==> config.mk <==
export PLATFORM = sky130hd
export DESIGN_NAME = cache_array
export DESIGN_NICKNAME = d
export VERILOG_FILES = /design/src/hw/cache_array.sv
export SDC_FILE = /design/constraint.sdc
export NUM_CORES = 1
export LEC_CHECK = 0
export BUFFER_PORTS_ARGS = -buffer_cell sky130_fd_sc_hd__buf_4
export CAP_MARGIN = 20
export CORE_MARGIN = 4
export CORE_UTILIZATION = 59
export DETAILED_ROUTE_END_ITERATION = 10
export PLACE_DENSITY = 0.81
export SKIP_LAST_GASP = 1
export SLEW_MARGIN = 20
export SYNTH_ARGS = -nofsm -noshare
export SYNTH_HDL_FRONTEND = slang
export SYNTH_SLANG_ARGS = --single-unit
==> constraint.sdc <==
create_clock -name clk -period 2 [get_ports clk]
set_input_delay 0.1 -clock clk [delete_from_list [all_inputs] [get_ports clk]]
set_output_delay 0.1 -clock clk [all_outputs]
set_load 0.05 [all_outputs]
==> src/hw/cache_array.sv <==
//============================================================
// synchronous-read cache array
//============================================================

module cache_array #(
  parameter type t_entry = logic,
  parameter int  DEPTH   = 16
) (
  input  logic                     clk,
  input  logic                     reset,
  input  logic [$clog2(DEPTH)-1:0] rd_addr,
  output t_entry                   rd_data,
  input  logic                     wr_en,
  input  logic [$clog2(DEPTH)-1:0] wr_addr,
  input  t_entry                   wr_data
);

  t_entry mem [DEPTH];

  always_ff @(posedge clk) begin
    // registered read, a same-edge write is seen next cycle
    rd_data <= mem[rd_addr];
    if (reset) begin
      for (int i = 0; i < DEPTH; i++) begin
        mem[i] <= '0;   // all ways invalid after reset
      end
    end else if (wr_en) begin
      mem[wr_addr] <= wr_data;
    end
  end

endmodule

# Word level (Yosys, flattened, before mapping)
# Memory sizes are Yosys's and may differ from the RTL's. A register that Yosys moved wholly into a read port is not among the register bits.
# Cells that the tools add are included.
# totals
register_bits	0
ramBits	16
in_bits	12
out_inout_bits	1
n_memories	1
# op_classes
muxes	8
reduce_logical	1
# memory_table
memory	depth	width	read_ports	rd_clocked_by_memory_dff	write_ports	line	source
mem	16	1	1	1	16	18	t_entry mem [DEPTH];
# ops
operator	n
$mux W1	7
$mux W4	1
$reduce_or A1 Y1	1

# Logic depth before layout (Yosys ltp)
# logic_depth
ltp_word	5
mapped_depth	4
ltp_nobuf	3

# Worst setup path after synthesis
# No wires, ideal clock.
# synth_timing
path_type	register -> register
startpoint	memory mem[13] (netlist name)
endpoint	register rd_data, read port of mem
setup_ps	122
arrival_time_ps	1013
slack_ps	865
path_stages_with_launch	4
period_less_slack_ps	1135
cell_sequence	edfxtp_1 -> mux4_1 -> mux2i_1 -> mux2i_1
# synth_rtl
element	line	source
start: declaration	18	
end: declaration	12	output t_entry rd_data,

==> impl_metrics.yaml <==
sta:
  setup-violations-final: 0
  rsz0062_at_grt: "false"
  fmax_mhz: 786
  fin_skew_ns: 0.00376
  period_needed_ns: 1.27
  fin_setup_tns_ns: 0
  max_slew_margin: 0.723
  period_share: 0.636
  slew_violations: 0
  hold_viol_final: 0
  worstMarginPinSlew_ns: 0.415
global_routing:
  grt_util_all_layers: 0.175
  grt_start_max_net_pins: 20
  grt.overflow.total: 0
  grt_pass1_wl_um: 2650
  grt_pass1_vias: 592
  antenna_found_initial: 0
min_path:
  hold_class: "primary input to flop"
  hold_end: "rd_data$_DFF_P_"
  min-delay-start: "rd_addr[3]"
  whs_path_depth: 3
synthesis:
  synth_edf_count: 16
  synth_cells: 76
  synthFlopType: "edfxtp_1"
  syn_area_um2: 933
  synthArstFlopShare: 0
  synth_seq_cells: 17
  yosys_warnings: 0
  yosysUniqueCellTypes: 19
  syn_area_per_cell_um2: 12.3
  synth_nets: 88
  yosysSeqAreaShare: 0.536
critical_path:
  crit_fanout: 1
  reg2reg_to: "rd_data$_DFF_P_"
  critPathRequiredTime_ns: 2.18
  rrSetupSlack_ns: 0.73
  end_kind: "flop"
  r2r-start: "mem[13]$_SDFFCE_PN0P_"
  reg2reg_depth: 3
  cp-start-kind: "flop"
  critPathKind: "flop to flop"
  cp.arrival_ns: 1.45
clock_tree:
  cts_tree: "built"
  clockBufferDepth: 2
  cts_buffers: 3
  cts_sinks: 17
  h-tree-depth: 1
  clock_latency_ns: 0.29
  cts_setup_buffers: 0
  cts_root_buf: "clkbuf_4"
  path_clk_slew_ns: 0.10
route:
  wire_per_inst_um: 17.3
  vias: 659
  antenna_left: 0
  route.detailed.drc: 0
  wirelength_um: 1830
  post_drt_via_cell_ratio: 6.22
  drtPass1Iterations: 4
  drtIter0Drc: 46
cells_and_area:
  drive_gt1_frac: 0.178
  layout_common_cells: "nor2_1 (18), edfxtp_1 (16), buf_4 (12), a21o_1 (9), nand2_1 (5)"
  insertedDiodeCount: 0
  final_net_count: 103
  area_delta_synth_final_pct: 14.3
  fillers: 103
  final_common_cell: "nor2_1"
power_and_ir_drop:
  power_leakage_nw: 0.431
  peakVddDrop_v: 0.000451
  powerDensity_mw_per_mm2: 669
  finalPower_mw: 0.714
floorplan:
  ios: 13
  dieWidth_um: 47.8
  die_area_mm2: 0.00228
  start_util: 0.620
  die_y_um: 47.8
  num_rows: 14
  core_area_mm2: 0.00151
placement:
  hpwl_um: 1350
  place.gp.congestion: 0.865
  port_buffers: 12
outcome:
  status: "completed"
job:
  drv_cap: 0
-- metrics by stage --
step / hold WS [ns] / util / cell area, um^2 / setup WS (ns) / std cells
6_report: 0.138 / 0.708 / 1070 / 0.728 / 106
3_3_place_gp: 0.297 / 0.684 / 1030 / 0.776 / 101
5_1_grt: 0.148 / 0.708 / 1070 / 0.647 / 106
3_5_place_dp: 0.318 / 0.684 / 1030 / 0.717 / 101
2_1_floorplan: 0.202 / - / 933 / 0.865 / 76
4_1_cts: 0.0140 / 0.702 / 1060 / 0.704 / 105
-- cell type report --
type	instances	area (um^2)	share of cell area
sequential	17	500	0.469
multi-input combinational	56	420	0.394
timing repair buffer	13	100	0.0938
clock buffer	4	26.3	0.0246
tap	16	20.0	0.0188
-- where the power goes --
group / leakage [nW] / internal (mW) / total, mW / switching [mW]
clock: 0.0150 / 0.0774 / 0.184 / 0.107
combinational: 0.255 / 0.0528 / 0.114 / 0.0608
sequential: 0.161 / 0.410 / 0.416 / 0.00547
-- layer usage --
metal | GRT usage | vias up | wire length [um]
met2 | 0.311 | 31 | 936
li1 | - | 314 | -
met3 | 0.0338 | 4 | 122
met1 | 0.209 | 310 | 747
met5 | 0 | - | 0
met4 | 0.0591 | 0 | 28
-- cells by family (layout without fill, tap and decap cells) --
group,Yosys count,after routing,share of synthesized area
buf+inv,3,17,0.0134
compound gates,16,16,0.137
simple gates,33,33,0.169
mux,7,7,0.145
flops,17,17,0.536
-- worst max-delay path by stage --
| stage | start | endpoint | cells after the start |
|---|---|---|---|
| 2_1_floorplan | mem[13]$_SDFFCE_PN0P_ | rd_data$_DFF_P_ | 3 |
| 3_3_place_gp | mem[13]$_SDFFCE_PN0P_ | rd_data$_DFF_P_ | 3 |
| 3_5_place_dp | mem[13]$_SDFFCE_PN0P_ | rd_data$_DFF_P_ | 3 |
| 4_1_cts | mem[13]$_SDFFCE_PN0P_ | rd_data$_DFF_P_ | 3 |
| 5_1_grt | mem[13]$_SDFFCE_PN0P_ | rd_data$_DFF_P_ | 3 |
| 6_report | mem[13]$_SDFFCE_PN0P_ | rd_data$_DFF_P_ | 3 |
-- registers in the layout (all words and copies together) (netlist names) --
register  count
mem          16
rd_data       1
-- synth_stat cells (2+ instances only) --
| cell | number | area [um^2] |
|---|---|---|
| nand2_1 | 5 | 18.8 |
| nor2_1 | 18 | 67.6 |
| edfxtp_1 | 16 | 480 |
| a21o_1 | 9 | 67.6 |
| mux2i_1 | 3 | 30.0 |
| clkbuf_1 | 2 | 7.51 |
| mux4_1 | 4 | 105 |
| a41o_1 | 3 | 30.0 |
| o21bai_1 | 4 | 30.0 |
| nor2b_1 | 3 | 18.8 |
-- worst max-delay path: stages, from the launching register on --
cell and delay, ns:
edfxtp_1 0.39, mux4_1 0.51, mux2i_1 0.16, mux2i_1 0.10
-- timing repair --
item / CTS / global route
resized for setup: 0 / 0
endpoints found under the hold margin: 0 / 1
hold buffers: 0 / 1
(Power assumes the default switching activity.)
