==> src/hw/d_cache_param_pkg.sv <==
//============================================================
// d-cache geometry and address map
//============================================================

package d_cache_param_pkg;

  //============================================================
  // cache geometry
  //============================================================
  localparam int ADDR_WIDTH      = 20;   // request address
  localparam int NUM_WAYS        = 4;    // 4-way set associative
  localparam int WAY_WIDTH       = 2;    // encoded way
  localparam int NUM_SETS        = 16;
  localparam int SET_WIDTH       = 4;
  localparam int TAG_WIDTH       = 12;
  localparam int OFFSET_WIDTH    = 4;    // byte offset inside a line
  localparam int WORD_WIDTH      = 32;
  localparam int NUM_WORDS_IN_CL = 4;
  localparam int CL_WIDTH        = NUM_WORDS_IN_CL * WORD_WIDTH;  // 128 bit line

  // data array index is {set, way}
  localparam int CL_ADDR_WIDTH   = SET_WIDTH + WAY_WIDTH;

  //============================================================
  // address fields, low to high
  //============================================================
  localparam int LSB_OFFSET      = 0;
  localparam int MSB_OFFSET      = LSB_OFFSET + OFFSET_WIDTH - 1;  // bit 3
  localparam int LSB_SET         = MSB_OFFSET + 1;                 // bit 4
  localparam int MSB_SET         = LSB_SET + SET_WIDTH - 1;        // bit 7
  localparam int LSB_TAG         = MSB_SET + 1;                    // bit 8
  localparam int MSB_TAG         = LSB_TAG + TAG_WIDTH - 1;        // bit 19

  // word select sits in offset bits 2..3
  localparam int LSB_WORD_OFFSET = 2;
  localparam int MSB_WORD_OFFSET = 3;

endpackage

==> src/hw/d_cache_types_pkg.sv <==
//============================================================
// d-cache opcodes and pipe structs
//============================================================

package d_cache_types_pkg;
  import d_cache_param_pkg::*;

  // opcodes
  typedef enum logic [1:0] {RD_LU, WR_LU, FILL_LU} t_lu_op;
  typedef enum logic [1:0] {NO_RSP, HIT, MISS, FILL} t_lu_result;
  typedef enum logic {FILL_REQ_OP, DIRTY_EVICT_OP} t_fm_opcode;

  // index and vector types
  typedef logic [SET_WIDTH-1:0]     t_set_idx;
  typedef logic [WAY_WIDTH-1:0]     t_way_idx;
  typedef logic [NUM_WAYS-1:0]      t_way_vec;   // one bit per way
  typedef logic [CL_ADDR_WIDTH-1:0] t_cl_addr;   // {set, way}
  typedef logic [TAG_WIDTH-1:0]     t_tag;
  typedef logic [OFFSET_WIDTH-1:0]  t_offset;
  typedef logic [WORD_WIDTH-1:0]    t_word;
  typedef logic [ADDR_WIDTH-1:0]    t_address;
  typedef logic [NUM_WORDS_IN_CL-1:0][WORD_WIDTH-1:0] t_cl_data;

  typedef struct packed {
    logic     valid;
    t_lu_op   lu_op;
    t_address address;
    t_word    data;      // write word
    t_cl_data cl_data;   // fill line
  } t_lu_req;

  typedef struct packed {
    logic       valid;
    t_lu_op     lu_op;
    t_lu_result lu_result;
    t_address   address;
    t_cl_data   cl_data;
  } t_lu_rsp;

  typedef struct packed {
    logic                valid;
    t_fm_opcode          opcode;
    t_address            address;
    logic [CL_WIDTH-1:0] data;     // evicted line, zero on fill request
  } t_fm_req;

  // one tag array entry, a whole set
  typedef struct packed {
    logic [NUM_WAYS-1:0][TAG_WIDTH-1:0] tags;
    t_way_vec                           valid;
    t_way_vec                           modified;
    t_way_vec                           mru;
  } t_set_entry;

  // state handed from q2 to q3
  typedef struct packed {
    logic     valid;
    t_lu_op   lu_op;
    t_tag     tag;
    t_set_idx set;
    t_offset  offset;
    t_word    data;
    t_cl_data cl_data;
    logic     hit;
    logic     miss;
    t_cl_addr cl_addr;      // data array line picked at q2
    logic     dirty_evict;
    t_tag     evict_tag;    // victim tag before the fill
  } t_pipe_bus;

endpackage

==> src/hw/data_stage.sv <==
//============================================================
// data stage, q3 response and line write
//============================================================

module data_stage (
  input  logic                         clk,
  input  logic                         reset,
  input  d_cache_types_pkg::t_pipe_bus stage_q3,
  input  d_cache_types_pkg::t_cl_data  cl_rd_data,
  output logic                         cl_wr_en,
  output d_cache_types_pkg::t_cl_addr  cl_wr_addr,
  output d_cache_types_pkg::t_cl_data  cl_wr_data,
  output d_cache_types_pkg::t_lu_rsp   lu_rsp,
  output d_cache_types_pkg::t_fm_req   fm_req
);
  import d_cache_param_pkg::*;
  import d_cache_types_pkg::*;

  logic     wr_en_q4;       // previous line write
  t_cl_addr wr_addr_q4;
  t_cl_data wr_data_q4;
  logic     fwd_q3;
  t_cl_data line_q3;        // stored line after forwarding
  t_cl_data merged_q3;      // line with the write word replaced
  logic     is_fill_q3;
  logic     is_rd_q3;
  logic     is_wr_q3;
  logic [MSB_WORD_OFFSET-LSB_WORD_OFFSET:0] word_sel_q3;

  //============================================================
  // line forwarding
  //============================================================
  // array read raced last cycle's write to the same line
  assign fwd_q3  = wr_en_q4 && (wr_addr_q4 == stage_q3.cl_addr);
  assign line_q3 = fwd_q3 ? wr_data_q4 : cl_rd_data;

  assign is_fill_q3 = (stage_q3.lu_op == FILL_LU);
  assign is_rd_q3   = (stage_q3.lu_op == RD_LU);
  assign is_wr_q3   = (stage_q3.lu_op == WR_LU);

  assign word_sel_q3 = stage_q3.offset[MSB_WORD_OFFSET:LSB_WORD_OFFSET];

  always_comb begin
    merged_q3              = line_q3;
    merged_q3[word_sel_q3] = stage_q3.data;   // word merge
  end

  //============================================================
  // response
  //============================================================
  always_comb begin
    lu_rsp         = '0;
    lu_rsp.valid   = stage_q3.valid;
    lu_rsp.lu_op   = stage_q3.lu_op;
    lu_rsp.address = {stage_q3.tag, stage_q3.set, stage_q3.offset};
    if (!stage_q3.valid) lu_rsp.lu_result = NO_RSP;
    else if (is_fill_q3) lu_rsp.lu_result = FILL;
    else if (stage_q3.hit) lu_rsp.lu_result = HIT;
    else lu_rsp.lu_result = MISS;
    if (is_fill_q3) lu_rsp.cl_data = stage_q3.cl_data;       // echo the fill line
    else if (is_rd_q3 && stage_q3.hit) lu_rsp.cl_data = line_q3;
  end

  //============================================================
  // data array write
  //============================================================
  assign cl_wr_en   = stage_q3.valid && (is_fill_q3 || (is_wr_q3 && stage_q3.hit));
  assign cl_wr_addr = stage_q3.cl_addr;
  assign cl_wr_data = is_fill_q3 ? stage_q3.cl_data : merged_q3;

  //============================================================
  // far memory
  //============================================================
  always_comb begin
    fm_req = '0;
    if (stage_q3.valid && is_fill_q3 && stage_q3.dirty_evict) begin
      // modified victim goes back, line aligned
      fm_req.valid   = 1'b1;
      fm_req.opcode  = DIRTY_EVICT_OP;
      fm_req.address = {stage_q3.evict_tag, stage_q3.set, {OFFSET_WIDTH{1'b0}}};
      fm_req.data    = line_q3;
    end else if (stage_q3.valid && !is_fill_q3 && stage_q3.miss) begin
      fm_req.valid   = 1'b1;   // rd or wr miss
      fm_req.opcode  = FILL_REQ_OP;
      fm_req.address = {stage_q3.tag, stage_q3.set, stage_q3.offset};
    end
  end

  // q4 copy of the line write
  always_ff @(posedge clk) begin
    wr_addr_q4 <= cl_wr_addr;
    wr_data_q4 <= cl_wr_data;
    if (reset) wr_en_q4 <= 1'b0;
    else wr_en_q4 <= cl_wr_en;
  end

endmodule

==> config.mk <==
export PLATFORM = sky130hd
export DESIGN_NAME = data_stage
export DESIGN_NICKNAME = d
export VERILOG_FILES = /design/src/hw/d_cache_param_pkg.sv /design/src/hw/d_cache_types_pkg.sv /design/src/hw/data_stage.sv
export SDC_FILE = /design/constraint.sdc
export NUM_CORES = 1
export LEC_CHECK = 0
export BUFFER_PORTS_ARGS = -buffer_cell sky130_fd_sc_hd__buf_2
export CORE_AREA = 3 3 300 302
export CTS_CLUSTER_DIAMETER = 100
export DETAILED_ROUTE_END_ITERATION = 10
export DIE_AREA = 0 0 303 305
export GPL_TIMING_DRIVEN = 0
export SKIP_CTS_REPAIR_TIMING = 1
export SYNTH_ARGS = -nofsm -noshare
export SYNTH_HDL_FRONTEND = slang
export SYNTH_SLANG_ARGS = --single-unit
==> constraint.sdc <==
create_clock -name clk -period 1.7 [get_ports clk]
set_input_delay 0.17 -clock clk [delete_from_list [all_inputs] [get_ports clk]]
set_output_delay 0.17 -clock clk [all_outputs]
set_load 0.05 [all_outputs]
==> Word-level counts from Yosys, hierarchy flattened <==
Cells that the tools add are included.
{ "classes": {"n_addsub": 0, "n_mul": 0, "div_mod_pow": 0, "n_lt_le_gt_ge": 2, "n_eq_ne": 3, "shifts": 0, "n_mux": 13, "bitwise": 0, "n_reduce_logical": 12} }
{ "ops": {"columns": ["op", "count"], "rows": [
  ["128-bit two-way mux", 5],
  ["128-bit bitwise mux", 1],
  ["32-bit demux with 2-bit select", 1],
  ["22-bit two-way mux", 2],
  ["32-bit two-way mux", 1],
  ["1-bit logical AND", 9],
  ["6-bit equality test", 1],
  ["2-bit two-way mux", 3],
  ["2-bit by 3-bit less-than comparator with 1-bit output (second input constant)", 1],
  ["2-bit by 1-bit equality test with 1-bit output (second input constant)", 1],
  ["2-bit equality test (second input constant)", 1],
  ["2-bit by 1-bit greater-or-equal comparator with 1-bit output (second input constant)", 1],
  ["2-bit logical NOT", 1],
  ["1-bit logical NOT", 1],
  ["1-bit logical OR", 1]
]} }
{ "word_totals": {"register_bits": 135, "latchBits": 0, "ram_bits": 0, "rom_bits": 0, "input_bits": 334, "elab_cells": 36, "mem_count": 0} }

==> Logic depth before layout (Yosys ltp) <==
{ "depth": {"ltp_word": 6, "mapped_depth": 8} }

==> Worst setup path after synthesis <==
OpenSTA, ideal clock, no wires.
{ "synth_path": {"kind": "flip-flop to flip-flop", "startpoint": "register wr_addr_q4[4]", "endpoint": "register wr_data_q4[45] (netlist name)", "setup_time_ps": 252, "t_arrival_ps": 2348, "slack_ps": -900, "stages_incl_launch_ff": 7, "path_buffers": 2, "period_less_slack_ps": 2600, "path_cell_list": "dfxtp_1 xnor2_1 nand4_1 buf_2 buf_1 nor3_1 a211oi_1"} }
{ "synth_lines": {"columns": ["item", "line_no", "rtl"], "rows": [
  ["start, declared", "data_stage.sv:20", "t_cl_addr wr_addr_q4;"],
  ["start signal, assigned", "data_stage.sv:91", "wr_addr_q4 <= cl_wr_addr;"],
  ["end signal, assigned", "data_stage.sv:92", "wr_data_q4 <= cl_wr_data;"],
  ["end, declared", "data_stage.sv:21", "t_cl_data wr_data_q4;"]
]} }

==> results.tsv <==
metric	value	unit
synthMuxAreaShare	0	
dp_slack	-1.59	ns
multi_input_area	0.0130	sq mm
cp.required	1.53	ns
rows	109	
antenna_found_initial	44	
cts.sinks	135	
dieArea	0.0924	sq mm
yosysSeqAreaShare	0.196	
syn_nets	2373	
synthFlopType	dfxtp_1	
synthTopCellsByArea	dfxtp_1 20%, a211oi_1 14%, a211o_1 8.1%, nand2_1 7.1%, o211ai_1 7.0%	
synth_fa_ha_area_frac	0	
startpoint_type	register	
slew_violations	0	
finClkSkew	0.0232	ns
synth_area	0.0138	sq mm
fillers	9336	
rrSetupSlack	-0.30	ns
die_x	303	um
peakVddDrop	0.785	mV
hold_ws	0.113	ns
period_share	1.64	
min_period	2.79	ns
synthSimpleGateAreaFrac	0.235	
drive_gt1_frac	0.539	
viasPerCell	5.80	
core_area	0.0880	sq mm
wl_met1	50.3	mm
io_pins	772	
synth_compound_gate_area_share	0.451	
clockBufferDepth	2	
initial_core_util	0.157	
setup_slack	-1.09	ns
syn_inst	2039	
post-place-cells	3975	
vias	23900	
layout.cells.non_filler	4127	
drt_pass1_iterations	8	
routed-wl-met2	62.5	mm
gp_congestion	0.951	
min_path_type	input port to register	
cts_root_buffer	clkbuf_16	
overflow	0	
layout_commonest_cell	buf_2	
synth_cell_types	33	
synth_top_family_by_area	compound AO/OA/AOI/OAI gates	
yosysWarnings	0	
met3_wirelength	17.8	mm
drt-total-wl	140	mm
postSynthAreaPerCell	6.78	sq um
numCtsBuffers	17	
synth_edf_count	0	
syn2layout_area_growth	100	%
grt_pass1_vias	21800	
clkTransAtPathRegs	0.07	ns
track_usage	0.274	
crit_start	wr_addr_q4[1]$_DFF_P_	
max_freq	359	MHz
r2r-start	wr_addr_q4[1]$_DFF_P_	
ys_ff_latch	135	
dp_hpwl	103	mm
worst-slew-pin-transition	1.10	ns
ys_async_sr_fraction	0	
endpoint	lu_rsp[64]	
grt_max_degree	17	
p_leak	10.8	nW
setup_viol	538	
power_density	621	mW/mm^2
rsz0062_at_grt	true	
yosysTopAreaCellShare	0.196	
p_total	17.2	mW
cts_tree	done	
io_buffers	771	
drt_iter0_drc	2905	
antenna_left	0	
crit_type	register to output port	
layout_common_cells	477 x buf_2, 261 x nand2_1, 234 x buf_6	
endpoint_kind	output port	
clk_latency	0.50	ns
layout.nets	3249	
critPathArrivalTime	2.62	ns
slew_headroom	0.269	
status	finished, violations left	
die_h	305	um
wl_per_cell	33.9	um
violations	setup timing	
r2r_end	wr_data_q4[87]$_DFF_P_	
highest_layer	met5	
reg2regPathDepth	9	
synth-xor-area-share	0.00380	
synth_top_cell_by_area	dfxtp_1	
drv_cap	0	
htree_levels	4	
regArea	0.00271	sq mm
critPathMaxFanout	10	
grt_pass1_wl	178	mm
drc	0	
hold_viol	0	
[how the worst min path moves through the flow]
stage | startpoint | to | slack (ns) | cells after the start
CTS | stage_q3[13] | wr_addr_q4[0]$_DFF_P_ | -0.21 | 1
detailed placement | stage_q3[13] | wr_addr_q4[0]$_DFF_P_ | 0.33 | 1
finish | stage_q3[23] | wr_data_q4[2]$_DFF_P_ | 0.11 | 3
floorplan | stage_q3[13] | wr_addr_q4[0]$_DFF_P_ | 0.20 | 0
global route | stage_q3[126] | wr_data_q4[105]$_DFF_P_ | 0.09 | 3
global placement | stage_q3[13] | wr_addr_q4[0]$_DFF_P_ | 0.33 | 1
[Yosys cell counts, types with 2 or more instances]
| library cell | count |
|---|---|
| a211o_1 | 128 |
| buf_4 | 38 |
| and2_1 | 9 |
| buf_6 | 9 |
| clkbuf_1 | 102 |
| a211oi_1 | 253 |
| buf_2 | 153 |
| o22ai_1 | 128 |
| and3_1 | 2 |
| dfxtp_1 | 135 |
| nand4_1 | 129 |
| nor2_1 | 2 |
| a21boi_0 | 2 |
| a211oi_2 | 3 |
| o211ai_1 | 128 |
| nor2b_1 | 4 |
| buf_1 | 12 |
| o21ai_0 | 128 |
| nand3_1 | 129 |
| nor3_2 | 3 |
| a22o_1 | 12 |
| nor3_1 | 125 |
| a21oi_1 | 128 |
| nand2_1 | 263 |
| xnor2_1 | 6 |
[critical path, cell delays in order, from the launching register on]
cell and delay (ns):
dfxtp_4 0.36, xnor2_4 0.13, nand3_4 0.19, buf_12 0.18
nor2_4 0.05, buf_6 0.12, buf_12 0.15, buf_8 0.16
o211ai_1 0.44, buf_4 0.30
[metal layers]
| metal | up-vias | global-route usage |
|---|---|---|
| li1 | 9719 | - |
| met2 | 2049 | 0.426 |
| met4 | 26 | 0.149 |
| met3 | 489 | 0.105 |
| met5 | - | 0 |
| met1 | 11700 | 0.324 |
[area by class of cell]
cell class                      instances  area share
Antenna cell                           34     0.00308
Timing Repair Buffer                  859       0.250
Buffer                                312       0.103
Tap cell                             1165      0.0527
Sequential cell                       135      0.0981
Clock inverter                         14     0.00656
Multi-Input combinational cell       1589       0.470
Inverter                                1    0.000136
Clock buffer                           18      0.0159
[through the flow]
stage | util | setup TNS (ns) | cell area [sq um]
CTS | 0.244 | -681.66 | 21400
floorplan | - | -131.84 | 15500
detailed placement | 0.237 | -586.89 | 20800
global route | 0.314 | -400.20 | 27600
finish | 0.314 | -355.27 | 27700
global placement | 0.237 | -604.33 | 20800
[where the power goes]
group          switching [mW]  internal (mW)  leakage, nW  total [mW]
sequential              0.355           3.49         1.14        3.85
combinational            6.02           2.92         9.35        8.94
clock                    1.90           2.48        0.301        4.38
total                    8.27           8.89         10.8        17.2
[flip-flops by register name, indices dropped and copies added, names as in the netlist]
signal,cells
wr_addr_q4,6
wr_data_q4,128
wr_en_q4,1
[cell families (layout without fill, tap and decap cells)]
family                 Yosys count  in the layout
XOR/XNOR                         6              6
buffers and inverters          315           1204
flip-flops                     135            135
other                            0             34
AO/OA/AOI/OAI                  912            912
AND/OR/NAND/NOR                671            671
Power figures use the tool's default switching activity.
