File: config.mk
export PLATFORM = sky130hd
export DESIGN_NAME = tag_stage
export DESIGN_NICKNAME = d
export VERILOG_FILES = /design/src/hw/d_cache_param_pkg.sv /design/src/hw/d_cache_types_pkg.sv /design/src/hw/tag_stage.sv
export SDC_FILE = /design/constraint.sdc
export NUM_CORES = 1
export LEC_CHECK = 0
export BUFFER_PORTS_ARGS = -buffer_cell sky130_fd_sc_hd__buf_2
export CAP_MARGIN = 30
export CORE_AREA = 2 2 206 208
export CTS_BUF_LIST = sky130_fd_sc_hd__clkbuf_8 sky130_fd_sc_hd__clkbuf_16
export CTS_CLUSTER_DIAMETER = 80
export CTS_CLUSTER_SIZE = 14
export DETAILED_ROUTE_END_ITERATION = 16
export DIE_AREA = 0 0 208 210
export SYNTH_ARGS = -nofsm -noshare
export SYNTH_HDL_FRONTEND = slang
export SYNTH_SLANG_ARGS = --single-unit
File: constraint.sdc
create_clock -name clk -period 3.6 [get_ports clk]
set_input_delay 0.18 -clock clk [delete_from_list [all_inputs] [get_ports clk]]
set_output_delay 0.18 -clock clk [all_outputs]
set_load 0.005 [all_outputs]
File: src/hw/d_cache_param_pkg.sv
//============================================================
// d-cache geometry and address map
//============================================================

package d_cache_param_pkg;

  //============================================================
  // cache geometry
  //============================================================
  localparam int ADDR_WIDTH      = 20;   // request address
  localparam int NUM_WAYS        = 4;    // 4-way set associative
  localparam int WAY_WIDTH       = 2;    // encoded way
  localparam int NUM_SETS        = 16;
  localparam int SET_WIDTH       = 4;
  localparam int TAG_WIDTH       = 12;
  localparam int OFFSET_WIDTH    = 4;    // byte offset inside a line
  localparam int WORD_WIDTH      = 32;
  localparam int NUM_WORDS_IN_CL = 4;
  localparam int CL_WIDTH        = NUM_WORDS_IN_CL * WORD_WIDTH;  // 128 bit line

  // data array index is {set, way}
  localparam int CL_ADDR_WIDTH   = SET_WIDTH + WAY_WIDTH;

  //============================================================
  // address fields, low to high
  //============================================================
  localparam int LSB_OFFSET      = 0;
  localparam int MSB_OFFSET      = LSB_OFFSET + OFFSET_WIDTH - 1;  // bit 3
  localparam int LSB_SET         = MSB_OFFSET + 1;                 // bit 4
  localparam int MSB_SET         = LSB_SET + SET_WIDTH - 1;        // bit 7
  localparam int LSB_TAG         = MSB_SET + 1;                    // bit 8
  localparam int MSB_TAG         = LSB_TAG + TAG_WIDTH - 1;        // bit 19

  // word select sits in offset bits 2..3
  localparam int LSB_WORD_OFFSET = 2;
  localparam int MSB_WORD_OFFSET = 3;

endpackage

File: src/hw/d_cache_types_pkg.sv
//============================================================
// d-cache opcodes and pipe structs
//============================================================

package d_cache_types_pkg;
  import d_cache_param_pkg::*;

  // opcodes
  typedef enum logic [1:0] {RD_LU, WR_LU, FILL_LU} t_lu_op;
  typedef enum logic [1:0] {NO_RSP, HIT, MISS, FILL} t_lu_result;
  typedef enum logic {FILL_REQ_OP, DIRTY_EVICT_OP} t_fm_opcode;

  // index and vector types
  typedef logic [SET_WIDTH-1:0]     t_set_idx;
  typedef logic [WAY_WIDTH-1:0]     t_way_idx;
  typedef logic [NUM_WAYS-1:0]      t_way_vec;   // one bit per way
  typedef logic [CL_ADDR_WIDTH-1:0] t_cl_addr;   // {set, way}
  typedef logic [TAG_WIDTH-1:0]     t_tag;
  typedef logic [OFFSET_WIDTH-1:0]  t_offset;
  typedef logic [WORD_WIDTH-1:0]    t_word;
  typedef logic [ADDR_WIDTH-1:0]    t_address;
  typedef logic [NUM_WORDS_IN_CL-1:0][WORD_WIDTH-1:0] t_cl_data;

  typedef struct packed {
    logic     valid;
    t_lu_op   lu_op;
    t_address address;
    t_word    data;      // write word
    t_cl_data cl_data;   // fill line
  } t_lu_req;

  typedef struct packed {
    logic       valid;
    t_lu_op     lu_op;
    t_lu_result lu_result;
    t_address   address;
    t_cl_data   cl_data;
  } t_lu_rsp;

  typedef struct packed {
    logic                valid;
    t_fm_opcode          opcode;
    t_address            address;
    logic [CL_WIDTH-1:0] data;     // evicted line, zero on fill request
  } t_fm_req;

  // one tag array entry, a whole set
  typedef struct packed {
    logic [NUM_WAYS-1:0][TAG_WIDTH-1:0] tags;
    t_way_vec                           valid;
    t_way_vec                           modified;
    t_way_vec                           mru;
  } t_set_entry;

  // state handed from q2 to q3
  typedef struct packed {
    logic     valid;
    t_lu_op   lu_op;
    t_tag     tag;
    t_set_idx set;
    t_offset  offset;
    t_word    data;
    t_cl_data cl_data;
    logic     hit;
    logic     miss;
    t_cl_addr cl_addr;      // data array line picked at q2
    logic     dirty_evict;
    t_tag     evict_tag;    // victim tag before the fill
  } t_pipe_bus;

endpackage

File: src/hw/tag_stage.sv
//============================================================
// tag stage, q1 decode and q2 set lookup
//============================================================

module tag_stage (
  input  logic                          clk,
  input  logic                          reset,
  input  d_cache_types_pkg::t_lu_req    lu_req,
  output d_cache_types_pkg::t_set_idx   set_rd_addr,
  input  d_cache_types_pkg::t_set_entry set_rd_data,
  output logic                          set_wr_en,
  output d_cache_types_pkg::t_set_idx   set_wr_addr,
  output d_cache_types_pkg::t_set_entry set_wr_data,
  output d_cache_types_pkg::t_cl_addr   cl_rd_addr,
  output d_cache_types_pkg::t_pipe_bus  stage_q3
);
  import d_cache_param_pkg::*;
  import d_cache_types_pkg::*;

  t_pipe_bus  pipe_q1;          // decoded request
  t_pipe_bus  pipe_q2;          // registered request
  t_pipe_bus  bus_q2;           // q2 results added
  t_set_entry set_q2;           // set after forwarding
  t_set_entry set_upd_q2;       // set to write back
  logic       set_wr_en_q3;     // last cycle's set write
  t_set_idx   set_wr_addr_q3;
  t_set_entry set_wr_data_q3;
  logic       fwd_q2;
  logic       is_fill_q2;
  logic       any_hit_q2;
  logic       any_free_q2;
  t_way_vec   hit_vec_q2;
  t_way_idx   hit_way_q2;
  t_way_idx   victim_way_q2;
  t_way_idx   sel_way_q2;       // way touched by this lookup
  t_way_vec   sel_vec_q2;

  //============================================================
  // q1
  //============================================================
  assign set_rd_addr = lu_req.address[MSB_SET:LSB_SET];   // tag array read

  always_comb begin
    pipe_q1         = '0;
    pipe_q1.valid   = lu_req.valid;
    pipe_q1.lu_op   = lu_req.lu_op;
    pipe_q1.tag     = lu_req.address[MSB_TAG:LSB_TAG];
    pipe_q1.set     = lu_req.address[MSB_SET:LSB_SET];
    pipe_q1.offset  = lu_req.address[MSB_OFFSET:LSB_OFFSET];
    pipe_q1.data    = lu_req.data;
    pipe_q1.cl_data = lu_req.cl_data;
  end

  //============================================================
  // q2
  //============================================================
  // q3 set write lands on the same edge as our read, so take it directly
  assign fwd_q2 = set_wr_en_q3 && pipe_q2.valid && (set_wr_addr_q3 == pipe_q2.set);
  assign set_q2 = fwd_q2 ? set_wr_data_q3 : set_rd_data;

  assign is_fill_q2 = (pipe_q2.lu_op == FILL_LU);

  // tag compare, lowest matching way wins
  always_comb begin
    hit_way_q2 = '0;
    for (int w = NUM_WAYS - 1; w >= 0; w--) begin
      hit_vec_q2[w] = set_q2.valid[w] && (set_q2.tags[w] == pipe_q2.tag);
      if (hit_vec_q2[w]) hit_way_q2 = t_way_idx'(w);
    end
  end
  assign any_hit_q2 = |hit_vec_q2;

  // victim: first invalid way, else first way with mru clear
  assign any_free_q2 = |(~set_q2.valid);

  always_comb begin
    victim_way_q2 = '0;
    for (int w = NUM_WAYS - 1; w >= 0; w--) begin
      if (any_free_q2 ? !set_q2.valid[w] : !set_q2.mru[w]) begin
        victim_way_q2 = t_way_idx'(w);
      end
    end
  end

  assign sel_way_q2 = is_fill_q2 ? victim_way_q2 : hit_way_q2;
  assign sel_vec_q2 = t_way_vec'(1) << sel_way_q2;

  always_comb begin
    bus_q2             = pipe_q2;
    bus_q2.hit         = pipe_q2.valid && !is_fill_q2 && any_hit_q2;
    bus_q2.miss        = pipe_q2.valid && !is_fill_q2 && !any_hit_q2;
    bus_q2.cl_addr     = {pipe_q2.set, sel_way_q2};
    bus_q2.dirty_evict = pipe_q2.valid && is_fill_q2 &&
                         set_q2.valid[victim_way_q2] && set_q2.modified[victim_way_q2];
    bus_q2.evict_tag   = set_q2.tags[victim_way_q2];   // old tag of the victim
  end

  // set state update
  always_comb begin
    set_upd_q2 = set_q2;   // misses leave the set as is
    if (bus_q2.hit) begin
      set_upd_q2.mru = set_q2.mru | sel_vec_q2;
      if (pipe_q2.lu_op == WR_LU) begin
        set_upd_q2.modified = set_q2.modified | sel_vec_q2;
      end
    end
    if (is_fill_q2) begin
      set_upd_q2.tags[victim_way_q2] = pipe_q2.tag;
      set_upd_q2.valid               = set_q2.valid | sel_vec_q2;
      set_upd_q2.mru                 = set_q2.mru | sel_vec_q2;
      set_upd_q2.modified            = set_q2.modified & ~sel_vec_q2;   // fills are clean
    end
    // plru flip, keep only the way just used
    if (&set_upd_q2.mru) set_upd_q2.mru = sel_vec_q2;
  end

  assign set_wr_en   = pipe_q2.valid;
  assign set_wr_addr = pipe_q2.set;
  assign set_wr_data = set_upd_q2;
  assign cl_rd_addr  = bus_q2.cl_addr;   // data array read

  //============================================================
  // pipe registers
  //============================================================
  always_ff @(posedge clk) begin
    pipe_q2        <= pipe_q1;
    stage_q3       <= bus_q2;
    set_wr_en_q3   <= set_wr_en;
    set_wr_addr_q3 <= set_wr_addr;
    set_wr_data_q3 <= set_wr_data;
    if (reset) begin
      pipe_q2.valid  <= 1'b0;
      stage_q3.valid <= 1'b0;
      set_wr_en_q3   <= 1'b0;
    end
  end

endmodule

### Word level (Yosys, flattened, before mapping)

Index checks and enable logic that the tools add are counted.
Widths: inputs -> output; s select.

* register bits: 447
* bits of input ports: 245
* output and inout bits: 279
* logic and storage cells: 101

* magnitude comparators: 2
* eq/ne operators: 7
* shifts and indexed selects: 1
* multiplexer cells: 27
* bitwise logic cells: 6
* reductions and logical operators: 26

Operator list (count)
* $mux 60: 2
* $bwmux 48: 1
* $eq 12x12->1: 4
* $bmux 12 s2: 1
* $demux 12 s2: 1
* $mux 12: 2
* $mux 2: 9
* $logic_and 1x1->1: 13
* $or 4x4->4: 3
* $logic_not 1->1: 10
* $mux 4: 2
* $mux 8: 1
* $not 4->4: 2
* $reduce_or 4->1: 2
* $mux 1: 6
* $and 4x4->4: 1
* $bmux 1 s2: 2
* $eq 4x4->1: 1
* $reduce_and 4->1: 1
* $shl 1x2->4 const A: 1
* $lt 2x3->1 const B: 1
* $eq 2x1->1 const B: 1
* $eq 2x2->1 const B: 1
* $ge 2x1->1 const B: 1

### Logic depth before layout (Yosys ltp)

Gate-level depths: netlist of run 1.

* word-level depth: 18
* depth in mapped cells: 14
* depth with buffers taken out: 12

### Least setup slack after synthesis of run 1

OpenSTA, ideal clock, no wires.

* path kind: reg2out
* from: register pipe_q2 (netlist bit set_wr_addr[1])
* to: output port set_wr_data[5] (netlist name)
* arrival: 2799 ps
* required time: 3420 ps
* path slack: 621 ps
* cell stages (with the launch flop): 13
* path buffers: 1
* path through: dfxtp_1 > xnor2_2 > nand3_2 > nor2_8 > mux2_4 > xor2_1 > and4b_1 > o41a_1 > o31ai_4 > buf_6 > nand2_2 > or2_1 > a31oi_1

RTL lines
* start, declared: RTL line tag_stage.sv:21 `t_pipe_bus pipe_q2;`
* start signal, assigned: RTL line tag_stage.sv:126 `pipe_q2 <= pipe_q1;`
* end, declared: RTL line tag_stage.sv:13 `output d_cache_types_pkg::t_set_entry set_wr_data,`

==> reports/qor.yml, run 1 <==
run_status:
  outcome: "finished with violations"
  violations: "setup timing"
yosys:
  synth_top_area_share: 0.697
  ys_warn_count: 0
  synth_common_cells: "dfxtp_1, nand2_1, nor2_1"
  yosysMostFrequentCell: "dfxtp_1"
  ys_seq_area_frac: 0.697
  syn_inst: 1107
  synth_fp_nets: 1352
  syn_area_per_cell_um2: 11.5
  ys_ff_latch: 443
  async_flop_share: 0
  ys.flop_type: "dfxtp_1"
  yosys.area.top_type: "dfxtp_1"
  synth.area.top_cells: "dfxtp_1, nand2_1, a21oi_1, nor2_1, xnor2_1"
  syn_area_um2: 12700
  synth_edf_count: 0
  synth.distinct_cells: 67
power:
  leakage_nw: 9.16
  p_sw_mw: 2.64
  p_seq_frac: 0.505
  vdd_ir_drop_max_v: 0.000442
  combinationalPowerShare: 0.110
  power_density_nw_per_um2: 525
  p_sw_frac: 0.251
  pwr-share-clk: 0.385
  p_int_mw: 7.88
final_layout:
  drive_gt1_frac: 0.390
  fillers: 3762
  fin_cells: 2444
  final_nets: 2133
  fin_area_um2: 20000
  area_growth_syn_to_layout_pct: 57.5
  final_util: 0.483
critical_path:
  cp.arrival_ns: 3.66
  crit_chain: "xor2_1, nor4_2, buf_4, nor4bb_4, mux2i_1, a311oi_1, and4b_1, o41a_1, o31ai_4, buf_6, or2_4, o22ai_4, a41oi_2, buf_2"
  path_buf_inv: 3
  cp_data_required_time_ns: 3.42
  cpPeakStageDelay_ns: 0.34
  critPathKind: "flop to output pin"
  cp_max_fo: 8
  cp-end-kind: "output pin"
  crit_family: "simple AND/OR/NAND/NOR gates"
  crit_slowest_cell: "dfxtp_2"
  startpoint_type: "flop"
sta:
  clock_skew_ns: 0.0236
  worstMarginPinSlew_ns: 0.718
  period_needed_ns: 3.84
  setup_violations: 8
  final_max_slew_viol_count: 0
  setup_tns_ns: -1.43
  hold_viol: 0
  rsz0062_at_grt: "yes"
  setup_ws_ns: -0.243
  period_share: 1.07
  fmax_mhz: 260
  slew_headroom: 0.518
clock_tree:
  clock_sinks: 443
  clock_latency_ns: 0.57
  clk_path_buf_depth: 3
  cts_tree: "yes"
  path_clk_slew_ns: 0.07
  h-tree-depth: 2
  cts_made_buffers: 41
  cts-root-buf: "clkbuf_16"
global_routing:
  grt_max_degree: 44
  antenna_found_initial: 6
  grt-ovfl-total: 0
  grt_pass1_vias: 11900
  grt_first_pass_wirelength_um: 76300
  grt_use_total: 0.235
drt:
  ant_nets: 0
  vias: 11400
  dr.pass1.iters: 5
  routed_wl_um: 53500
  post_drt_wl_per_cell_um: 21.9
  drc: 0
  routed_via_density: 4.68
  drt_iter0_drc: 739
floorplan:
  start_util: 0.307
  dieArea_um2: 43700
  die_h_um: 210
  core_area_um2: 41500
  num_rows: 75
  die_width_um: 208
  io_pins: 524
place:
  placed_cell_area_um2: 16100
  port_buffers: 523
  gp_congestion: 0.970
  dp_cells: 2152
  place.detailed.hpwl_um: 39300
flow_run:
  drv_cap: 0
worst_hold_path:
  hp-class: "input pin to flop"
-- cells in the final DEF, fill, tap and decap left out, drive strengths merged, types with 6 or more instances in the layout --
master and count:
nand3 11, a21oi 70, a31oi 20, nand2 109
xor2 27, nor3 10, nor2b 6, o211ai 11
nand4 8, mux2i 23, nor2 92, buf 597
clkbuf 42, dfxtp 443, mux2 7, a211oi 8
nor4 7, inv 44, xnor2 31, dlygate4sd3 207
o22ai 18, o21ai 26
-- path summary, 6_finish.rpt --
| path | cells past startpoint | slack, ns | start | to |
|---|---|---|---|---|
| setup / recovery | 14 | -0.24 | bus_q2[190] | set_wr_data[0] |
| hold / removal | 3 | 0.04 | set_rd_data[40] | set_wr_data_q3[40] |
| setup reg to reg | 14 | 0.40 | bus_q2[190] | set_wr_data_q3[0] |
| hold reg to reg | 0 | 0.31 | bus_q2[29] | stage_q3[29] |
-- routing by layer --
metal  up-vias  track usage  share of wire
met3       128       0.0535          0.071
li1       5254            -              -
met1      5463        0.246           0.35
met5         -            0        0.00024
met2       582        0.447           0.53
met4         2        0.105          0.047
-- stage by stage --
step           hold slack [ns]  power (mW)  setup WS, ns
2_1_floorplan            0.208        5.73         0.621
3_3_place_gp             0.282        6.29       -0.0575
3_5_place_dp             0.284        6.30       -0.0313
4_1_cts                0.00300        10.6        -0.237
5_1_grt                 0.0196        10.9        -0.429
6_report                0.0438        10.5        -0.243
-- power groups by stage --
stage	Clock, mW	Combinational (mW)	Sequential [mW]
6_report	4.05	1.16	5.31
2_1_floorplan	0	0.331	5.40
5_1_grt	4.33	1.23	5.34
3_3_place_gp	0	0.886	5.41
3_5_place_dp	0	0.884	5.42
4_1_cts	4.14	1.11	5.31
-- repair_timing --
item	CTS	global route
hold buffers	207	0
resized for setup	63	49
buffers inserted	16	9
pin swaps	25	20
endpoints found under the setup margin	47	44
hold endpoints to repair	208	0
cloned	1	0
-- cell type report --
cell class | count | area, um^2 | area share
clock inverters | 13 | 150 | 0.00749
well taps | 539 | 674 | 0.0337
clock buffers | 42 | 1040 | 0.0519
multi-input cells | 560 | 3760 | 0.187
inverters | 38 | 146 | 0.00730
diodes | 5 | 12.5 | 0.000624
flip-flops and latches | 443 | 8900 | 0.444
repair buffers | 804 | 5360 | 0.267
-- kinds of logic (layout without fill, tap and decap cells) --
family | count (synthesis) | in the layout | share of synthesized area
buf+inv | 105 | 897 | 0.0388
simple gates | 274 | 275 | 0.0985
xor+xnor | 58 | 58 | 0.0423
other cells | 0 | 5 | 0
flops | 443 | 443 | 0.697
mux | 30 | 30 | 0.0246
compound gates | 197 | 197 | 0.0986
-- worst min-delay path, cell delays in order --
cell,delay (ns)
buf_2,0.14
nand2_1,0.10
a31oi_1,0.13
-- sequential cells by signal, summed over array words and instances (netlist names) --
signal / count
set_wr_addr: 4
stage_q3: 195
set_wr_addr_q3: 4
bus_q2: 178
set_wr_data_q3: 60
set_wr_en_q3: 1
set_wr_en: 1
Note: power is estimated with default switching activity, not from simulation.
==> run 2, diff against run 1 <==
==> constraint.sdc (replaced) <==
create_clock -name clk -period 4.5 [get_ports clk]
set_input_delay 0.225 -clock clk [delete_from_list [all_inputs] [get_ports clk]]
set_output_delay 0.225 -clock clk [all_outputs]
set_load 0.005 [all_outputs]
==> run 2 against run 1 <==
  * The run now ends clean
  * Final cell count shrank 2.5%
  * Sequential share of layout area grew 2.2 points
  * Die area is the same
  * Setup slack gained 0.49 ns
  * Register-to-register slack gained 0.69 ns
  * First-iteration DRC count shrank 9.6%
  * Clock power shrank 22%
  * Critical path type unchanged
  * Largest cell class unchanged
==> reports/qor.yml, run 2 (synthesis gave the netlist of run 1 again) <==
critical_path:
  startpoint_type: "flop"
  r2r_cells: 12  # -2
  crit_chain: "xnor2_2, nand3_4, nor2_8, buf_4, mux2_2, a311oi_1, and4b_1, o41a_1, o31ai_2, buf_4, or3_1, a21oi_1, buf_2"
  rr_endpoint: "set_wr_data_q3[0]"
  cp-end-kind: "output pin"
  cp.arrival_ns: 4.03  # +0.37 ns
  crit_slowest_cell: "dfxtp_1"
  rr_startpoint: "set_wr_addr[1]"
  cpPeakStageDelay_ns: 0.36  # +0.02 ns
  rrSetupSlack_ns: 1.09  # +0.69 ns
  critPathKind: "flop to output pin"
  cp-startpoint: "set_wr_addr[1]"
  crit_end: "set_wr_data[6]"
  crit_top_cell: "buf_4"
  cp_max_fo: 6  # -2
  cp_data_required_time_ns: 4.28  # +0.86 ns
floorplan:
  die_width_um: 208  # unchanged
  die_h_um: 210  # unchanged
  core_area_um2: 41500  # unchanged
  io_pins: 524  # unchanged
  num_rows: 75  # unchanged
  start_util: 0.307  # unchanged
  dieArea_um2: 43700  # unchanged
sta:
  clock_skew_ns: 0.0169  # -0.00672 ns
  final_max_slew_viol_count: 0  # unchanged
  setup_violations: 0  # -8
  rsz0062_at_grt: "no"
  slew_headroom: 0.441  # -0.0777
  period_needed_ns: 4.26
  fmax_mhz: 235
  hold_viol: 0  # unchanged
  worstMarginPinSlew_ns: 0.839  # +0.121 ns
  period_share: 0.946
  setup_tns_ns: 0  # +1.43 ns
global_routing:
  grt_first_pass_wirelength_um: 72600  # -4.9%
  antenna_found_initial: 5  # -1
  grt-ovfl-total: 0  # unchanged
  grt_max_degree: 43  # -2.3%
  grt_use_total: 0.226  # -0.00921
  grt_pass1_vias: 11200  # -5.4%
power:
  leakage_nw: 8.76  # -4.4%
  vdd_ir_drop_max_v: 0.000356  # -20%
  power_density_nw_per_um2: 434  # -17%
  p_total_mw: 8.26  # -22%
clock_tree:
  clock_sinks: 443  # unchanged
  clock_latency_ns: 0.56  # about the same
  clk_path_buf_depth: 3  # unchanged
  cts-root-buf: "clkbuf_16"
  cts_made_buffers: 40  # -2.4%
  h-tree-depth: 2  # unchanged
  path_clk_slew_ns: 0.07  # about the same
  cts_tree: "yes"
place:
  place.detailed.hpwl_um: 38700  # -1.5%
  port_buffers: 523  # unchanged
  gp_congestion: 0.947  # -2.4%
  placed_cell_area_um2: 15800  # -1.4%
final_layout:
  largest_reg_flops: 195  # unchanged
  top_register: "stage_q3"
  drive_gt1_frac: 0.345  # -0.0453
  final_nets: 2074  # -2.8%
  area_growth_syn_to_layout_pct: 49.6
  fin_area_um2: 19000  # -5.1%
  fillers: 3813  # +1.4%
  final_cell_mix: "buf_2, dfxtp_1, dlygate4sd3_1, nand2_1, nor2_1"
  layout_commonest_cell: "buf_2"
drt:
  vias: 11000  # -4.1%
  post_drt_wl_per_cell_um: 21.6  # -1.5%
  ant_nets: 0  # unchanged
  drt_iter0_drc: 668  # -9.6%
  drc: 0  # unchanged
  dr.pass1.iters: 5  # unchanged
  routed_via_density: 4.60  # -1.7%
  routed_wl_um: 51400  # -3.9%
worst_hold_path:
  hold_start: "set_rd_data[54]"
  hp-class: "input pin to flop"
run_status:
  outcome: "completed"
flow_run:
  drv_cap: 0  # unchanged
## run 2: changes by cell type in the layout (fill, tap and decap cells not counted), moves of 8 or more
cell / change
buf_4: -30
dfxtp_1: +14
a21oi_2: -9
a21oi_1: +10
dfxtp_2: -8
dlygate4sd3_1: -15
## run 2: timing repair
item	CTS	global route
gates resized for setup	0	9
setup buffers	0	7
endpoints found under the hold margin	192	0
hold buffers	192	0
endpoints found under the setup margin	0	7
## run 2: worst min path at each step
stage	end	slack [ns]	depth (start not counted)
global route	set_wr_data_q3[54]	0.02	3
CTS	set_wr_data_q3[58]	0.002	3
floorplan	bus_q2[100]	0.25	0
detailed placement	stage_q3[122]	0.31	0
global placement	stage_q3[124]	0.31	0
finish	set_wr_data_q3[54]	0.03	3
## run 2: critical path: cells and delay by family, from the launching register on
| family | cells | cell delay, ns |
|---|---|---|
| and+or+nand+nor | 4 | 1.06 |
| AOI/OAI and AO/OA | 4 | 0.95 |
| buffers and inverters | 3 | 0.49 |
| DFF | 1 | 0.36 |
| muxes | 1 | 0.32 |
| xor gates and xnor gates | 1 | 0.29 |
## run 2: metrics by stage
step | hold slack [ns] | cells | util | setup slack (ns)
after CTS | 0.00151 | 2373 | 0.456 | 0.00708
after global placement | 0.310 | 2126 | 0.382 | 0.766
final | 0.0268 | 2383 | 0.459 | 0.242
after floorplan | 0.253 | 1107 | - | 1.48
after detailed placement | 0.312 | 2126 | 0.382 | 0.630
after global routing | 0.0187 | 2383 | 0.459 | 0.0260
## run 2: cell type report
type,count,area (um^2),share of cell area
Sequential cell,443,8870,0.466
Antenna cell,2,5.00,0.000263
Tap cell,539,674,0.0354
Timing Repair Buffer,746,4780,0.251
Clock buffer,41,1010,0.0533
Clock inverter,14,138,0.00723
Multi-Input combinational cell,560,3400,0.179
Inverter,38,143,0.00750
## run 2: power breakdown
part / total [mW] / internal, mW / leakage (nW) / switching (mW)
clock: 3.17 / 1.69 / 0.567 / 1.48
combinational: 0.835 / 0.407 / 4.45 / 0.428
sequential: 4.25 / 4.15 / 3.74 / 0.0990
## run 2: metal layers
layer  global-route usage  vias to the layer above  routed length, um
li1                     -                     5141                  -
met1                0.238                     5126              18300
met2                0.412                      556              26400
met3               0.0513                      130               3690
met4                0.136                        2               3090
met5                    0                        -                  7
==> run 3, diff against run 2 <==
--- a/config.mk
+++ b/config.mk
@@ -7,12 +7,12 @@
 export LEC_CHECK = 0
 export BUFFER_PORTS_ARGS = -buffer_cell sky130_fd_sc_hd__buf_2
 export CAP_MARGIN = 30
-export CORE_AREA = 2 2 206 208
+export CORE_AREA = 2 2 204 206
 export CTS_BUF_LIST = sky130_fd_sc_hd__clkbuf_8 sky130_fd_sc_hd__clkbuf_16
 export CTS_CLUSTER_DIAMETER = 80
 export CTS_CLUSTER_SIZE = 14
 export DETAILED_ROUTE_END_ITERATION = 16
-export DIE_AREA = 0 0 208 210
+export DIE_AREA = 0 0 206 208
 export SYNTH_ARGS = -nofsm -noshare
 export SYNTH_HDL_FRONTEND = slang
 export SYNTH_SLANG_ARGS = --single-unit
==> run 3 against run 2 <==
  * Hold slack better by 0.0039 ns
  * Clock power about the same
  * Core utilization up 0.87 points
  * Global-route usage up 0.97 points
  * Critical endpoint is now set_wr_data[0]
  * Non-clock buffer count down 5
  * Largest power group unchanged
==> reports/qor.yml, run 3 (synthesis gave the netlist of run 1 again) <==
run_status:
  outcome: "completed"
sta:
  period_needed_ns: 4.32  # +0.0596 ns
  setup_violations: 0  # unchanged
  clock_skew_ns: 0.0255  # +0.00861 ns
  worstMarginPinSlew_ns: 0.818  # -0.0209 ns
  slew_headroom: 0.455  # +0.0140
  period_share: 0.959  # +0.0132
  final_max_slew_viol_count: 0  # unchanged
  setup_tns_ns: 0  # unchanged
  fmax_mhz: 232  # -1.4%
  rsz0062_at_grt: "no"
  hold_viol: 0  # unchanged
critical_path:
  crit_slowest_cell: "dfxtp_1"
  cp-end-kind: "output pin"
  crit_chain: "xnor2_2, nand3_2, nor2_8, mux2_2, a311oi_1, and4b_1, o41a_1, o31ai_4, buf_12, or2_2, o22ai_1, a41oi_1, buf_2"
  critPathKind: "flop to output pin"
  rrSetupSlack_ns: 0.98  # -0.11 ns
  crit_family: "simple AND/OR/NAND/NOR gates"
  cp.arrival_ns: 4.09  # +0.06 ns
  cpPeakStageDelay_ns: 0.42  # +0.06 ns
  path_buf_inv: 2  # -1
  startpoint_type: "flop"
  cp_max_fo: 16  # +10
  cp_data_required_time_ns: 4.28  # about the same
clock_tree:
  clock_latency_ns: 0.58  # +0.02 ns
  cts-root-buf: "clkbuf_16"
  clock_sinks: 443  # unchanged
  path_clk_slew_ns: 0.06  # about the same
  h-tree-depth: 2  # unchanged
  clk_path_buf_depth: 3  # unchanged
  cts_made_buffers: 40  # unchanged
  cts_tree: "yes"
final_layout:
  layout_commonest_cell: "buf_2"
  area_growth_syn_to_layout_pct: 49.0
  top_register: "stage_q3"
  final_nets: 2068  # -0.29%
  final_util: 0.467  # +0.00872
  largest_reg_flops: 195  # unchanged
  drive_gt1_frac: 0.341  # -0.00376
  final_cell_mix: "buf_2, dfxtp_1, dlygate4sd3_1, nand2_1, nor2_1"
  fin_area_um2: 19000  # -0.37%
power:
  vdd_ir_drop_max_v: 0.000378  # +6.3%
  power_density_nw_per_um2: 437  # +0.62%
  leakage_nw: 8.73  # -0.33%
global_routing:
  grt_first_pass_wirelength_um: 74100  # +2.1%
  grt_max_degree: 43  # unchanged
  antenna_found_initial: 2  # -3
  grt_pass1_vias: 11400  # +1.1%
  grt_use_total: 0.236  # +0.00973
  grt-ovfl-total: 0  # unchanged
floorplan:
  num_rows: 74  # -1.3%
  core_area_um2: 40600  # -2.2%
  dieArea_um2: 42800  # -1.9%
  die_h_um: 208  # -0.95%
  io_pins: 524  # unchanged
  die_width_um: 206  # -0.96%
  start_util: 0.314  # +0.00698
drt:
  dr.pass1.iters: 5  # unchanged
  ant_nets: 0  # unchanged
  drt_iter0_drc: 791  # +18%
  vias: 11000  # +0.85%
  post_drt_wl_per_cell_um: 22.1  # +2.3%
  routed_wl_um: 52200  # +1.6%
  routed_via_density: 4.67  # +1.5%
  drc: 0  # unchanged
flow_run:
  drv_cap: 0  # unchanged
place:
  gp_congestion: 0.954  # +0.79%
  placed_cell_area_um2: 15900  # about the same
  port_buffers: 523  # unchanged
  place.detailed.hpwl_um: 39000  # +0.84%
worst_hold_path:
  hp-class: "input pin to flop"
-- run 3: what timing repair did --
item	4_1_cts	5_1_grt
resized for setup	0	6
buffers inserted	0	1
endpoints found under the hold margin	191	0
endpoints found under the setup margin	0	20
hold buffers	191	0
-- run 3: cell type report --
| class | count | area (um^2) |
|---|---|---|
| antenna | 3 | 7.51 |
| clock buffer | 41 | 1010 |
| clock inverter | 11 | 136 |
| fill | 3720 | 21600 |
| inverter | 38 | 143 |
| multi-input combinational | 559 | 3370 |
| sequential | 443 | 8870 |
| tap | 532 | 666 |
| timing repair buffer | 741 | 4750 |
-- run 3: per-stage QoR --
stage / worst slack, ns / hold slack (ns) / instances / total power [mW]
2_1_floorplan: 1.48 / 0.253 / 1107 / 4.58
3_3_place_gp: 0.691 / 0.310 / 2121 / 5.02
3_5_place_dp: 0.634 / 0.312 / 2121 / 5.03
4_1_cts: 0.0104 / 0.00507 / 2364 / 8.33
5_1_grt: 0.00867 / 0.0155 / 2367 / 8.58
6_report: 0.183 / 0.0307 / 2368 / 8.28
-- run 3: tightest hold or removal path, stage by stage --
cell	delay [ns]
buf_2	0.14
nand2_1	0.06
a31oi_1	0.11
-- run 3: path summary, 6_finish.rpt --
path | startpoint | endpoint | depth (start not counted)
max | set_wr_addr[1] | set_wr_data[0] | 13
min | set_rd_data[55] | set_wr_data_q3[55] | 3
max reg2reg | set_wr_addr[1] | set_wr_data_q3[0] | 12
min reg2reg | bus_q2[178] | stage_q3[178] | 0
-- run 3: per-layer routing --
layer  vias up  wire [um]  GRT usage
li1       5132          -          -
met1      5201      18200      0.250
met2       607      27500      0.438
met3       108       4170     0.0578
met4         0       2380      0.103
met5         -          0          0
-- run 3: power by group --
group,internal [mW],switching [mW],total [mW]
Sequential,4.15,0.0998,4.25
Combinational,0.408,0.433,0.841
Clock,1.69,1.49,3.19
